**src/logic/comm_pkg.sv**
```systemverilog
`default_nettype none

package comm_pkg;

	// -------------------------------------------------------------------------
	// widths
	localparam int unsigned WORD_W      = 32;
	localparam int unsigned ADDR_W      = 32;
	localparam int unsigned COUNT_W     = 15;
	localparam int unsigned DEV_W       = 3;
	localparam int unsigned DEV_DATA_W  = 2;
	localparam int unsigned CFG_COUNT_W = 12;

	// -------------------------------------------------------------------------
	// protocol constants
	localparam logic [COUNT_W-1:0] PURGE_CYCLES = 15'd20000;
	localparam logic [WORD_W-1:0]  SYNC_KEY     = 32'h4A78B9F2;
	localparam logic [WORD_W-1:0]  SYNC_XOR     = 32'hCD0031F7;
	localparam logic [ADDR_W-1:0]  WORD_STEP    = 32'd4;

	// configuration word fields
	localparam int unsigned CFG_WRITE_BIT  = 12;
	localparam int unsigned CFG_COUNT_BIT  = 13;
	localparam int unsigned CFG_DEVICE_BIT = 14;
	localparam int unsigned CFG_DEV_LSB    = 24;

	// -------------------------------------------------------------------------
	// sequencer states, also visible on state_o
	typedef enum logic [5:0] {
		PURGE,
		SYNC,
		IDLE,
		CONFIG,
		GET_ADDR,
		GET_WORD,
		WAIT_READY_WRITE,
		WAIT_DONE_WRITE,
		WAIT_READY_READ,
		WAIT_DONE_READ,
		SEND_WORD,
		ACK,
		ERROR
	} state_e;

	// transmit word source
	typedef enum logic [1:0] {TX_ECHO, TX_ACK, TX_READ} tx_src_e;

	// counter opcodes
	typedef enum logic [1:0] {CNT_HOLD, CNT_LOAD_PURGE, CNT_LOAD_WORDS, CNT_DEC} count_op_e;

endpackage

`default_nettype wire
```
**src/logic/comm_ifs.sv**
```systemverilog
`default_nettype none

// sequencer <-> host link
interface host_ctl_if;
	logic                         pop;
	logic                         push;
	logic                         capture;
	comm_pkg::tx_src_e            tx_src;
	// strobes still in flight, fifo flags not yet updated
	logic                         rx_pending;
	logic                         tx_pending;
	// decode of the word at the head of the receive fifo
	logic                         rx_is_key;
	logic                         rx_is_zero;
	logic                         rx_cfg_write;
	logic                         rx_cfg_count_en;
	logic                         rx_cfg_device;
	logic [comm_pkg::COUNT_W-1:0] rx_count;

	modport sequencer (
		output pop, push, capture, tx_src,
		input  rx_pending, tx_pending, rx_is_key, rx_is_zero,
		input  rx_cfg_write, rx_cfg_count_en, rx_cfg_device
	);

	modport link (
		input  pop, push, capture, tx_src,
		output rx_pending, tx_pending, rx_is_key, rx_is_zero,
		output rx_cfg_write, rx_cfg_count_en, rx_cfg_device, rx_count
	);
endinterface

// sequencer <-> memory port
interface mem_ctl_if;
	logic load_addr;
	logic step_addr;
	logic issue_dev;
	logic issue_read;
	logic issue_write;
	logic clear;

	modport sequencer (output load_addr, step_addr, issue_dev, issue_read, issue_write, clear);
	modport port (input load_addr, step_addr, issue_dev, issue_read, issue_write, clear);
endinterface

`default_nettype wire

```
**src/logic/comm_controller.sv**
```systemverilog
`default_nettype none

module comm_controller (
	input  logic                        clock_i,
	input  logic                        resetn_i,
	// receive fifo
	input  logic                        rx_empty_i,
	input  logic [comm_pkg::WORD_W-1:0] rx_data_i,
	output logic                        rx_read_o,
	// transmit fifo
	input  logic                        tx_full_i,
	output logic                        tx_write_o,
	output logic [comm_pkg::WORD_W-1:0] tx_data_o,
	// memory side
	input  logic                        ready_i,
	input  logic                        done_i,
	input  logic [comm_pkg::WORD_W-1:0] data_i,
	output logic                        req_o,
	output logic                        rw_o,
	output logic [comm_pkg::DEV_W-1:0]  reqdev_o,
	output logic [comm_pkg::ADDR_W-1:0] add_o,
	output logic [comm_pkg::WORD_W-1:0] data_o,
	output logic                        clear_o,
	// status
	output logic                        exception_o,
	output comm_pkg::state_e            state_o
);

	host_ctl_if host_bus ();
	mem_ctl_if  mem_bus ();

	comm_pkg::count_op_e         count_op;
	logic                        count_zero;
	logic                        count_last;
	logic [comm_pkg::WORD_W-1:0] rx_word;

	comm_sequencer u_sequencer (
		.clock_i      (clock_i),
		.resetn_i     (resetn_i),
		.rx_empty_i   (rx_empty_i),
		.tx_full_i    (tx_full_i),
		.ready_i      (ready_i),
		.done_i       (done_i),
		.host         (host_bus.sequencer),
		.mem          (mem_bus.sequencer),
		.count_op_o   (count_op),
		.count_zero_i (count_zero),
		.count_last_i (count_last),
		.exception_o  (exception_o),
		.state_o      (state_o)
	);

	// word count comes straight from the config word decode
	transfer_counter u_counter (
		.clock_i      (clock_i),
		.resetn_i     (resetn_i),
		.count_op_i   (count_op),
		.count_load_i (host_bus.rx_count),
		.zero_o       (count_zero),
		.last_o       (count_last)
	);

	host_link u_host_link (
		.clock_i    (clock_i),
		.resetn_i   (resetn_i),
		.rx_data_i  (rx_data_i),
		.data_i     (data_i),
		.host       (host_bus.link),
		.rx_word_o  (rx_word),
		.rx_read_o  (rx_read_o),
		.tx_write_o (tx_write_o),
		.tx_data_o  (tx_data_o)
	);

	mem_port u_mem_port (
		.clock_i   (clock_i),
		.resetn_i  (resetn_i),
		.rx_word_i (rx_word),
		.mem       (mem_bus.port),
		.req_o     (req_o),
		.rw_o      (rw_o),
		.reqdev_o  (reqdev_o),
		.add_o     (add_o),
		.data_o    (data_o),
		.clear_o   (clear_o)
	);

endmodule

`default_nettype wire

```
**src/logic/comm_sequencer.sv**
```systemverilog
`default_nettype none

module comm_sequencer (
	input  logic                clock_i,
	input  logic                resetn_i,
	input  logic                rx_empty_i,
	input  logic                tx_full_i,
	input  logic                ready_i,
	input  logic                done_i,
	host_ctl_if.sequencer       host,
	mem_ctl_if.sequencer        mem,
	output comm_pkg::count_op_e count_op_o,
	input  logic                count_zero_i,
	input  logic                count_last_i,
	output logic                exception_o,
	output comm_pkg::state_e    state_o
);

	comm_pkg::state_e state_q, state_d;

	// configured command
	logic is_write_q, is_write_d;
	logic is_dev_q, is_dev_d;
	logic multi_q, multi_d;
	logic load_addr_q, load_addr_d;

	logic rx_ok;
	logic tx_ok;
	logic word_last;

	// only one pop or push in flight, the fifo flags lag the strobe
	assign rx_ok = !rx_empty_i && !host.rx_pending;
	assign tx_ok = !tx_full_i && !host.tx_pending;

	// single word commands end after the first word
	assign word_last = !multi_q || count_zero_i || count_last_i;

	// address word sits in the rx register one cycle after its pop
	assign mem.load_addr = load_addr_q;
	assign state_o = state_q;

	// -------------------------------------------------------------------------
	// next state and strobes
	always_comb begin
		state_d         = state_q;
		is_write_d      = is_write_q;
		is_dev_d        = is_dev_q;
		multi_d         = multi_q;
		load_addr_d     = 1'b0;
		count_op_o      = comm_pkg::CNT_HOLD;
		host.pop        = 1'b0;
		host.push       = 1'b0;
		host.capture    = 1'b0;
		host.tx_src     = comm_pkg::TX_ACK;
		mem.step_addr   = 1'b0;
		mem.issue_dev   = 1'b0;
		mem.issue_read  = 1'b0;
		mem.issue_write = 1'b0;
		mem.clear       = 1'b0;

		case (state_q)
			comm_pkg::PURGE: begin
				// any word restarts the quiet period
				if (!rx_empty_i) begin
					count_op_o = comm_pkg::CNT_LOAD_PURGE;
					host.pop = !host.rx_pending;
				end else if (count_zero_i || count_last_i) begin
					state_d = comm_pkg::SYNC;
				end else begin
					count_op_o = comm_pkg::CNT_DEC;
				end
			end
			comm_pkg::SYNC: begin
				if (rx_ok && tx_ok) begin
					host.pop = 1'b1;
					if (host.rx_is_key) begin
						state_d = comm_pkg::IDLE;
					end else begin
						host.push = 1'b1;
						host.tx_src = comm_pkg::TX_ECHO;
					end
				end
			end
			comm_pkg::IDLE: begin
				if (rx_ok) begin
					host.pop = 1'b1;
					state_d = host.rx_is_zero ? comm_pkg::CONFIG : comm_pkg::ERROR;
				end
			end
			comm_pkg::CONFIG: begin
				if (rx_ok) begin
					host.pop = 1'b1;
					count_op_o = comm_pkg::CNT_LOAD_WORDS;
					is_write_d = host.rx_cfg_write;
					is_dev_d = host.rx_cfg_device;
					multi_d = host.rx_cfg_count_en;
					state_d = host.rx_cfg_device ? comm_pkg::WAIT_READY_WRITE
						: comm_pkg::GET_ADDR;
				end
			end
			comm_pkg::GET_ADDR: begin
				if (rx_ok) begin
					host.pop = 1'b1;
					load_addr_d = 1'b1;
					state_d = is_write_q ? comm_pkg::GET_WORD : comm_pkg::WAIT_READY_READ;
				end
			end
			comm_pkg::GET_WORD: begin
				if (rx_ok) begin
					host.pop = 1'b1;
					state_d = comm_pkg::WAIT_READY_WRITE;
				end
			end
			comm_pkg::WAIT_READY_WRITE: begin
				if (ready_i) begin
					mem.issue_dev = is_dev_q;
					mem.issue_write = !is_dev_q;
					state_d = comm_pkg::WAIT_DONE_WRITE;
				end
			end
			comm_pkg::WAIT_DONE_WRITE: begin
				if (done_i) begin
					mem.clear = 1'b1;
					if (is_dev_q || word_last) begin
						state_d = comm_pkg::ACK;
					end else begin
						count_op_o = comm_pkg::CNT_DEC;
						mem.step_addr = 1'b1;
						state_d = comm_pkg::GET_WORD;
					end
				end
			end
			comm_pkg::WAIT_READY_READ: begin
				if (ready_i) begin
					mem.issue_read = 1'b1;
					state_d = comm_pkg::WAIT_DONE_READ;
				end
			end
			comm_pkg::WAIT_DONE_READ: begin
				if (done_i) begin
					mem.clear = 1'b1;
					host.capture = 1'b1;
					state_d = comm_pkg::SEND_WORD;
				end
			end
			comm_pkg::SEND_WORD: begin
				if (tx_ok) begin
					host.push = 1'b1;
					host.tx_src = comm_pkg::TX_READ;
					if (word_last) begin
						state_d = comm_pkg::IDLE;
					end else begin
						count_op_o = comm_pkg::CNT_DEC;
						mem.step_addr = 1'b1;
						state_d = comm_pkg::WAIT_READY_READ;
					end
				end
			end
			comm_pkg::ACK: begin
				if (tx_ok) begin
					host.push = 1'b1;
					host.tx_src = comm_pkg::TX_ACK;
					state_d = comm_pkg::IDLE;
				end
			end
			// no way out of ERROR except reset
			default: state_d = comm_pkg::ERROR;
		endcase
	end

	always_ff @(posedge clock_i) begin
		if (!resetn_i) begin
			state_q     <= comm_pkg::PURGE;
			is_write_q  <= 1'b0;
			is_dev_q    <= 1'b0;
			multi_q     <= 1'b0;
			load_addr_q <= 1'b0;
			exception_o <= 1'b0;
		end else begin
			state_q     <= state_d;
			is_write_q  <= is_write_d;
			is_dev_q    <= is_dev_d;
			multi_q     <= multi_d;
			load_addr_q <= load_addr_d;
			exception_o <= exception_o | (state_d == comm_pkg::ERROR);
		end
	end

endmodule

`default_nettype wire

```
**src/logic/mem_port.sv**
```systemverilog
`default_nettype none

module mem_port (
	input  logic                        clock_i,
	input  logic                        resetn_i,
	input  logic [comm_pkg::WORD_W-1:0] rx_word_i,
	mem_ctl_if.port                     mem,
	output logic                        req_o,
	output logic                        rw_o,
	output logic [comm_pkg::DEV_W-1:0]  reqdev_o,
	output logic [comm_pkg::ADDR_W-1:0] add_o,
	output logic [comm_pkg::WORD_W-1:0] data_o,
	output logic                        clear_o
);

	logic issue;

	assign issue = mem.issue_dev | mem.issue_read | mem.issue_write;

	// -------------------------------------------------------------------------
	// request and clear pulses
	always_ff @(posedge clock_i) begin
		if (!resetn_i) begin
			req_o    <= 1'b0;
			rw_o     <= 1'b0;
			reqdev_o <= '0;
			clear_o  <= 1'b0;
		end else begin
			req_o   <= issue;
			rw_o    <= mem.issue_write;
			clear_o <= mem.clear;
			// device number only travels with a device request
			if (mem.issue_dev) begin
				reqdev_o <= rx_word_i[comm_pkg::CFG_DEV_LSB +: comm_pkg::DEV_W];
			end else begin
				reqdev_o <= '0;
			end
		end
	end

	// -------------------------------------------------------------------------
	// address and write data, held until the next request
	always_ff @(posedge clock_i) begin
		if (mem.load_addr) begin
			add_o <= rx_word_i[comm_pkg::ADDR_W-1:0];
		end else if (mem.step_addr) begin
			add_o <= add_o + comm_pkg::WORD_STEP;
		end

		if (mem.issue_write) begin
			data_o <= rx_word_i;
		end else if (mem.issue_dev) begin
			data_o <= comm_pkg::WORD_W'(rx_word_i[comm_pkg::DEV_DATA_W-1:0]);
		end
	end

endmodule

`default_nettype wire

```
**src/logic/host_link.sv**
```systemverilog
`default_nettype none

module host_link (
	input  logic                        clock_i,
	input  logic                        resetn_i,
	input  logic [comm_pkg::WORD_W-1:0] rx_data_i,
	input  logic [comm_pkg::WORD_W-1:0] data_i,
	host_ctl_if.link                    host,
	output logic [comm_pkg::WORD_W-1:0] rx_word_o,
	output logic                        rx_read_o,
	output logic                        tx_write_o,
	output logic [comm_pkg::WORD_W-1:0] tx_data_o
);

	logic [comm_pkg::WORD_W-1:0] read_q;

	// -------------------------------------------------------------------------
	// decode of the fifo head word
	assign host.rx_is_key       = (rx_data_i == comm_pkg::SYNC_KEY);
	assign host.rx_is_zero      = (rx_data_i == '0);
	assign host.rx_cfg_write    = rx_data_i[comm_pkg::CFG_WRITE_BIT];
	assign host.rx_cfg_count_en = rx_data_i[comm_pkg::CFG_COUNT_BIT];
	assign host.rx_cfg_device   = rx_data_i[comm_pkg::CFG_DEVICE_BIT];
	assign host.rx_count = comm_pkg::COUNT_W'(rx_data_i[comm_pkg::CFG_COUNT_W-1:0]);

	assign host.rx_pending = rx_read_o;
	assign host.tx_pending = tx_write_o;

	// fifo strobes, one word each
	always_ff @(posedge clock_i) begin
		if (!resetn_i) begin
			rx_read_o  <= 1'b0;
			tx_write_o <= 1'b0;
		end else begin
			rx_read_o  <= host.pop;
			tx_write_o <= host.push;
		end
	end

	// -------------------------------------------------------------------------
	// word registers
	always_ff @(posedge clock_i) begin
		if (host.pop) begin
			rx_word_o <= rx_data_i;
		end
		// read data taken on the clear edge
		if (host.capture) begin
			read_q <= data_i;
		end
		if (host.push) begin
			case (host.tx_src)
				comm_pkg::TX_ECHO: tx_data_o <= rx_data_i ^ comm_pkg::SYNC_XOR;
				comm_pkg::TX_READ: tx_data_o <= read_q;
				default:           tx_data_o <= '0;
			endcase
		end
	end

endmodule

`default_nettype wire

```
**src/logic/transfer_counter.sv**
```systemverilog
`default_nettype none

module transfer_counter (
	input  logic                         clock_i,
	input  logic                         resetn_i,
	input  comm_pkg::count_op_e          count_op_i,
	input  logic [comm_pkg::COUNT_W-1:0] count_load_i,
	output logic                         zero_o,
	output logic                         last_o
);

	logic [comm_pkg::COUNT_W-1:0] count_q;

	// -------------------------------------------------------------------------
	// countdown, starts full for the purge after reset
	always_ff @(posedge clock_i) begin
		if (!resetn_i) begin
			count_q <= comm_pkg::PURGE_CYCLES;
		end else begin
			case (count_op_i)
				comm_pkg::CNT_LOAD_PURGE: begin
					count_q <= comm_pkg::PURGE_CYCLES;
				end
				comm_pkg::CNT_LOAD_WORDS: begin
					count_q <= count_load_i;
				end
				comm_pkg::CNT_DEC: begin
					// saturate at zero
					if (count_q != '0) begin
						count_q <= count_q - 1'b1;
					end
				end
				default: begin
					count_q <= count_q;
				end
			endcase
		end
	end

	assign zero_o = (count_q == '0);
	assign last_o = (count_q == comm_pkg::COUNT_W'(1));

endmodule

`default_nettype wire

```
**config.mk**
```make
export PLATFORM = sky130hd
export DESIGN_NAME = comm_controller
export DESIGN_NICKNAME = d
export VERILOG_FILES = /design/src/logic/comm_pkg.sv /design/src/logic/comm_ifs.sv /design/src/logic/comm_controller.sv /design/src/logic/comm_sequencer.sv /design/src/logic/mem_port.sv /design/src/logic/host_link.sv /design/src/logic/transfer_counter.sv
export SDC_FILE = /design/constraint.sdc
export NUM_CORES = 1
export LEC_CHECK = 0
export BUFFER_PORTS_ARGS = -buffer_cell sky130_fd_sc_hd__buf_4
export CORE_ASPECT_RATIO = 1.1
export CORE_MARGIN = 2
export CORE_UTILIZATION = 45
export CTS_BUF_LIST = sky130_fd_sc_hd__clkbuf_8
export DETAILED_ROUTE_END_ITERATION = 8
export GPL_ROUTABILITY_DRIVEN = 0
export PLACE_DENSITY = 0.66
export RECOVER_POWER = 100
export SLEW_MARGIN = 30
export SYNTH_ARGS = -nofsm -noshare
export SYNTH_HDL_FRONTEND = slang
export SYNTH_HIERARCHICAL = 1
export SYNTH_SLANG_ARGS = --single-unit
```
**constraint.sdc**
```tcl
create_clock -name clock_i -period 10.7 [get_ports clock_i]
set_input_delay 1.07 -clock clock_i [delete_from_list [all_inputs] [get_ports clock_i]]
set_output_delay 1.07 -clock clock_i [all_outputs]
set_load 0.01 [all_outputs]
```
After elaboration in Yosys (flattened, before gate mapping)
Cells that the tools add are included.
{"block": "word_totals", "regBits": 194, "latchBits": 0, "ram_bits": 0, "rom_bits": 0, "input_bits": 70, "output_inout_bits": 111, "mem_count": 0}
{"block": "classes", "add_sub_neg": 2, "multipliers": 0, "n_div": 0, "n_lt_le_gt_ge": 0, "n_eq_ne": 19, "shifts": 0, "n_mux": 60, "bitwise_logic": 4, "reduce_logical": 29}
{"operator": "$mux W32", "count": 4}
{"operator": "$mux W6", "count": 14}
{"operator": "$pmux W6 S12", "count": 1}
{"operator": "$pmux W32 S2", "count": 1}
{"operator": "$pmux W15 S3", "count": 1}
{"operator": "$add A32 B3 Y32 const B", "count": 1}
{"operator": "$eq A32 B31 Y1 const B", "count": 1}
{"operator": "$logic_not A32 Y1", "count": 1}
{"operator": "$eq A6 B4 Y1 const B", "count": 5}
{"operator": "$eq A6 B3 Y1 const B", "count": 4}
{"operator": "$mux W2", "count": 10}
{"operator": "$mux W1", "count": 19}
{"operator": "$mux W4", "count": 4}
{"operator": "$eq A15 B1 Y1 const B", "count": 1}
{"operator": "$logic_not A15 Y1", "count": 1}
{"operator": "$mux W15", "count": 1}
{"operator": "$not A15 Y15", "count": 1}
{"operator": "$reduce_bool A15 Y1", "count": 1}
{"operator": "$sub A15 B1 Y15 const B", "count": 1}
{"operator": "$eq A6 B2 Y1 const B", "count": 2}
{"operator": "$reduce_and A2 Y1", "count": 5}
{"operator": "$pmux W2 S4", "count": 1}
{"operator": "$eq A2 B2 Y1 const B", "count": 3}
{"operator": "$eq A6 B1 Y1 const B", "count": 1}
{"operator": "other kinds (15)", "count": 30}

Depth between registers and ports, before layout
{"block": "depth", "word_depth": 10, "mapped_depth": 16}

Modules after synthesis
The synthesis kept the hierarchy.
{"mod": "host_link", "instances": 1, "cells_each": 227, "area_each_um2": 3667.3, "seq_area_each_um2": 2922.8}
{"mod": "mem_port", "instances": 1, "cells_each": 275, "area_each_um2": 3286.9, "seq_area_each_um2": 2042.0}
{"mod": "transfer_counter", "instances": 1, "cells_each": 141, "area_each_um2": 1126.1, "seq_area_each_um2": 300.3}
{"mod": "comm_sequencer", "instances": 1, "cells_each": 121, "area_each_um2": 880.8, "seq_area_each_um2": 220.2}

Worst setup path after synthesis
OpenSTA, ideal clock, no wires.
{"block": "synth_path", "path_kind": "input to register", "from": "input rx_empty_i", "to": "register u_host_link/tx_data_o[0] in the netlist's numbering (enable)", "setup_ns": 0.431, "arrival_time_ns": 3.872, "required_time_ns": 10.269, "slack_ns": 6.397, "stages": 4, "cell_sequence": "or4_1 or3_4 or3_1 a21boi_1"}
{"block": "synth_between", "elab_chain_len": 5}
{"element": "from (decl)", "line": "comm_controller.sv:7", "source": "input logic rx_empty_i,"}
{"element": "$logic_not A1 Y1"}
{"element": "$logic_and A1 B1 Y1", "line": "comm_sequencer.sv:32", "source": "assign rx_ok = !rx_empty_i && !host.rx_pending;"}
{"element": "$logic_and A1 B1 Y1", "line": "comm_sequencer.sv:74", "source": "if (rx_ok && tx_ok) begin"}
{"element": "$mux W1", "line": "comm_sequencer.sv:74"}
{"element": "$pmux W1 S2", "line": "comm_sequencer.sv:61", "source": "case (state_q)"}
{"element": "via host_bus.push", "line": "comm_ifs.sv:6", "source": "logic push;"}
{"element": "to (signal assigned)", "line": "host_link.sv:52", "source": "comm_pkg::TX_ECHO: tx_data_o <= rx_data_i ^ comm_pkg::SYNC_XOR;"}
{"element": "to (signal assigned)", "line": "host_link.sv:53", "source": "comm_pkg::TX_READ: tx_data_o <= read_q;"}
{"element": "to (decl)", "line": "host_link.sv:12", "source": "output logic [comm_pkg::WORD_W-1:0] tx_data_o"}
The timed path passes the listed nets, and every way through them passes these cells.
A chain may end at the register's enable or synchronous reset.

Worst setup path in the final report
{"block": "layout_path", "from": "register u_sequencer.state_q[2] (netlist: u_sequencer/state_o[2])", "to": "register u_counter/count_q[7] in the netlist's numbering"}
{"block": "layout_between", "elab_chain_len": 5, "elab_cells_between_ends": 12, "classes_between": "7 x eq/ne; 2 x mux; 3 x reduce/logical"}
{"element": "from (decl)", "line": "comm_sequencer.sv:19", "source": "comm_pkg::state_e state_q, state_d;"}
{"element": "from (signal assigned)", "line": "comm_sequencer.sv:173", "source": "state_q <= comm_pkg::PURGE;"}
{"element": "from (signal assigned)", "line": "comm_sequencer.sv:180", "source": "state_q <= state_d;"}
{"element": "$eq A6 B4 Y1, or another cell as far along", "line": "comm_sequencer.sv:61"}
{"element": "$pmux W2 S4 (*)", "line": "comm_sequencer.sv:61"}
{"element": "via count_op[1]", "line": "comm_controller.sv:32", "source": "comm_pkg::count_op_e count_op;"}
{"element": "$eq A2 B2 Y1 or $eq A2 B1 Y1 (tied branches)", "line": "transfer_counter.sv:20", "source": "case (count_op_i)"}
{"element": "$ne A2 B1 Y1 (no source line) or $reduce_bool A3 Y1 (tied branches)"}
{"element": "$reduce_and A2 Y1 (no source line)"}
{"element": "to (signal assigned)", "line": "transfer_counter.sv:18", "source": "count_q <= comm_pkg::PURGE_CYCLES;"}
{"element": "to (signal assigned)", "line": "transfer_counter.sv:22", "source": "count_q <= comm_pkg::PURGE_CYCLES;"}
{"element": "to (signal assigned)", "line": "transfer_counter.sv:25", "source": "count_q <= count_load_i;"}
{"element": "to (decl)", "line": "transfer_counter.sv:12", "source": "logic [comm_pkg::COUNT_W-1:0] count_q;"}
Mark *: on every way through the listed nets, which the timed path passes. The rest lies on a longest branch.

==> run summary <==
### Setup path
- arrival time of the worst setup path: 6.79 ns
- largest stage delay on the critical path: 1.80 ns
- critical-path maximum fanout: 48
- Worst path slowest cell: sky130_fd_sc_hd__clkbuf_1
- Buf/Inv on CP: 2
- minimum setup slack among reg-to-reg paths: 4.28 ns
- Critical Path Source Type: flop
- Critical Path Most Common Cell: sky130_fd_sc_hd__nand2_1
- required time of the critical path: 11.06 ns
- sequence of cells on the critical path: nor4b_1 -> and3_2 -> clkbuf_1 -> o21a_1 -> a311o_1 -> ha_1 -> clkinv_1 -> nand2_1 -> nand2_1 -> o31ai_1
- Setup crit end kind: flop
- delay-heaviest family, CP: buffers and inverters
- critical setup path kind: reg2reg

### Synth
- Synth Area in Simple Gates: 0.188
- count of cell types in the netlist: 72
- combined area of all synthesized cells: 8960 sq um
- compound-cell area share of the yosys netlist: 0.108
- combinational family with the most area after synthesis: simple AND/OR/NAND/NOR gates
- synthesized netlist cell count: 764
- flops & latches, synth: 194
- commonest register cell after synthesis: sky130_fd_sc_hd__edfxtp_1
- number of synthesized flops with an enable pin: 160
- fraction of synthesis flops using an asynchronous set or reset pin: 0
- XOR/XNOR Fraction of Synth Area: 0.0108
- count of yosys warnings during synthesis: 6
- average instance area after synthesis: 11.7 sq um
- post-synthesis adder-cell area fraction: 0.00698
- multiplexer fraction of the synthesized cell area: 0.0269
- sequential fraction of the synthesis area: 0.612

### Layout
- post-route core utilization: 0.517
- Layout Nets: 984
- Final Instance Area: 10200 sq um
- most common library cell in the layout ignoring fill and taps: sky130_fd_sc_hd__edfxtp_1
- fraction of final layout cells sized beyond drive strength 1: 0.0889
- top library cells by usage in the layout, fill and taps aside: 160 x sky130_fd_sc_hd__edfxtp_1, 150 x sky130_fd_sc_hd__clkbuf_1, 86 x sky130_fd_sc_hd__nor2_1
- fin cells: 1175
- area growth from synthesis to final layout: 13.3%

### STA
- Final Critical Period: 6.42 ns
- skew final: 0.0147 ns
- worst hold margin: 0.486 ns
- Tightest Pin Transition: 2.55 ns
- worst max-slew margin expressed relative to the limit: -0.703
- post-route fraction of the period consumed by the critical path: 0.600
- total negative slack for setup checks: 0 ns
- Final Slew Violations: 219
- least setup slack across all paths after layout: 4.28 ns
- hold violation count in the final report: 0
- number of endpoints failing setup at the final stage: 0
- Max Clock Freq: 156 MHz
- setup repair after global routing missed its margin: false

### Routing
- number of nets with antenna violations after detailed routing: 0
- Routed wire per std cell: 19.8 microns
- post-detailed-route via-to-cell ratio: 5.77
- Detailed Route WL: 23200 microns
- total iterations of the first detailed-routing run: 6
- via count: 6775
- drc violations: 0
- Starting DRT DRC Count: 822

### GRT
- number of antenna violations at the first check in global routing: 1
- maximum number of pins on one net before global-route repair: 49
- GRT Residual Overflow: 0
- wire length of the first global-routing pass: 35300 microns
- total routing usage reported by global routing: 0.217
- vias in the first global route: 6029

### Power and ir drop
- internal cell power: 1.06 mW
- clock network power share: 0.351
- total power density per cell area: 135 nW/um^2
- Max IR drop VDD: 90.9 uV
- Static Leak: 3.22 nW
- total net switching power: 313 uW
- Total Power Consumption: 1.37 mW
- Logic pwr share: 0.047
- Switching Fraction: 0.228
- Flop pwr share: 0.601

### Placement
- number of buffers inserted by port buffering: 180
- Post-DP HPWL: 16300 microns
- cell area after placement: 10300 sq um
- number of placed cells counting well taps: 1141
- worst-case setup slack after placement: 6.17 ns

### Clocking
- number of H-tree branching levels: 4
- number of cells upsized or downsized after cts: 0
- Clock Tree Buf Depth: 2
- hold buffer count at CTS: 0
- insertion delay of the later-clocked pin in the worst-skew pair: 0.47 ns
- cell chosen for the clock root: sky130_fd_sc_hd__clkbuf_8
- clock tree from TritonCTS: yes
- Setup Buffers After CTS: 0
- Clock Sink Count: 194
- clock-pin slew on the worst setup and hold paths: 0.10 ns
- cts bufs inserted: 17

### Min path
- HP Class: reg2reg

### Run
- number of maximum-capacitance constraint violations: 6

### Floorplanning
- number of top-level pins: 181
- starting density of the core: 0.456
- number of standard-cell rows in the floorplan: 54
- width of the die: 139 microns
- area of the core: 19700 sq um
- y dimension of the die: 152 microns
- die area: 21100 sq um

### Status
- violated checks: capacitance limit, slew limit
- run status: finished, violations left

path summary, 6_finish.rpt:
path,startpoint,to,cells after the start
max reg2reg,u_sequencer/state_o[2],u_counter/count_q[7],10
min,u_host_link/rx_word_o[1],u_mem_port/data_o[1],0
min reg2reg,u_host_link/rx_word_o[1],u_mem_port/data_o[1],0
max,u_sequencer/state_o[2],u_counter/count_q[7],10
state kept, by name, indices dropped and copies added, names as in the netlist:
signal	count
u_sequencer/mem.load_addr	1
u_counter/count_q	15
u_mem_port/data_o	32
u_mem_port/clear_o	1
u_sequencer/exception_o	1
u_mem_port/rw_o	1
u_host_link/rx_word_o	32
u_host_link/tx_data_o	32
u_sequencer/is_write_q	1
u_sequencer/multi_q	1
u_mem_port/add_o	32
u_host_link/host.tx_pending	1
u_mem_port/req_o	1
u_host_link/host.rx_pending	1
u_sequencer/state_o	6
u_sequencer/is_dev_q	1
u_host_link/read_q	32
u_mem_port/reqdev_o	3
final cells by class:
cell class | count | area (sq um)
inverter | 12 | 45.0
sequential | 194 | 5490
clock buffer | 18 | 248
clock inverter | 14 | 163
timing repair buffer | 187 | 841
fill | 1868 | 9500
antenna | 1 | 2.50
multi-input combinational | 497 | 3060
tap | 252 | 315
routing by layer:
layer,GRT usage,routed length [microns],vias to the layer above
met5,0,0,-
met4,0.0811,582,0
met3,0.0520,2020,37
met2,0.342,11100,346
met1,0.293,9560,3233
li1,-,-,3159
power by group through the flow:
stage          Clock, mW  Sequential [mW]  Combinational, mW
3_5_place_dp           0            0.842             0.0727
2_1_floorplan          0            0.840             0.0356
4_1_cts            0.496            0.825             0.0730
3_3_place_gp           0            0.842             0.0718
6_report           0.482            0.825             0.0651
5_1_grt            0.528            0.826             0.0708
Yosys cell counts, types with 7 or more instances:
master                     count  area (sq um)
sky130_fd_sc_hd__and2_1       40           250
sky130_fd_sc_hd__inv_1        10          37.5
sky130_fd_sc_hd__o21ai_0      21           105
sky130_fd_sc_hd__dfxtp_1      34           681
sky130_fd_sc_hd__clkbuf_1     25          93.8
sky130_fd_sc_hd__buf_4        22           165
sky130_fd_sc_hd__nand2_1      48           180
sky130_fd_sc_hd__mux2i_1      23           230
sky130_fd_sc_hd__nor3_1       15          75.1
sky130_fd_sc_hd__nor2b_1       7          43.8
sky130_fd_sc_hd__and3_1        9          56.3
sky130_fd_sc_hd__nor2_1       86           323
sky130_fd_sc_hd__nand3_1      15          75.1
sky130_fd_sc_hd__edfxtp_1    160          4800
sky130_fd_sc_hd__xor2_1        9          78.8
sky130_fd_sc_hd__a21oi_1      30           150
sky130_fd_sc_hd__o31ai_1      20           150
sky130_fd_sc_hd__nor4_1       15          93.8
sky130_fd_sc_hd__a31oi_1      18           113
sky130_fd_sc_hd__buf_2         9          45.0
sky130_fd_sc_hd__or4_1        18           135
sky130_fd_sc_hd__nand4_1      19           119
cells by family after synthesis:
family / Yosys count
compound gates: 144
xor+xnor: 11
fa+ha+maj: 5
buf+inv: 76
flops: 194
mux: 24
other cells: 2
simple gates: 308
Note: power is estimated with default switching activity, not from simulation.
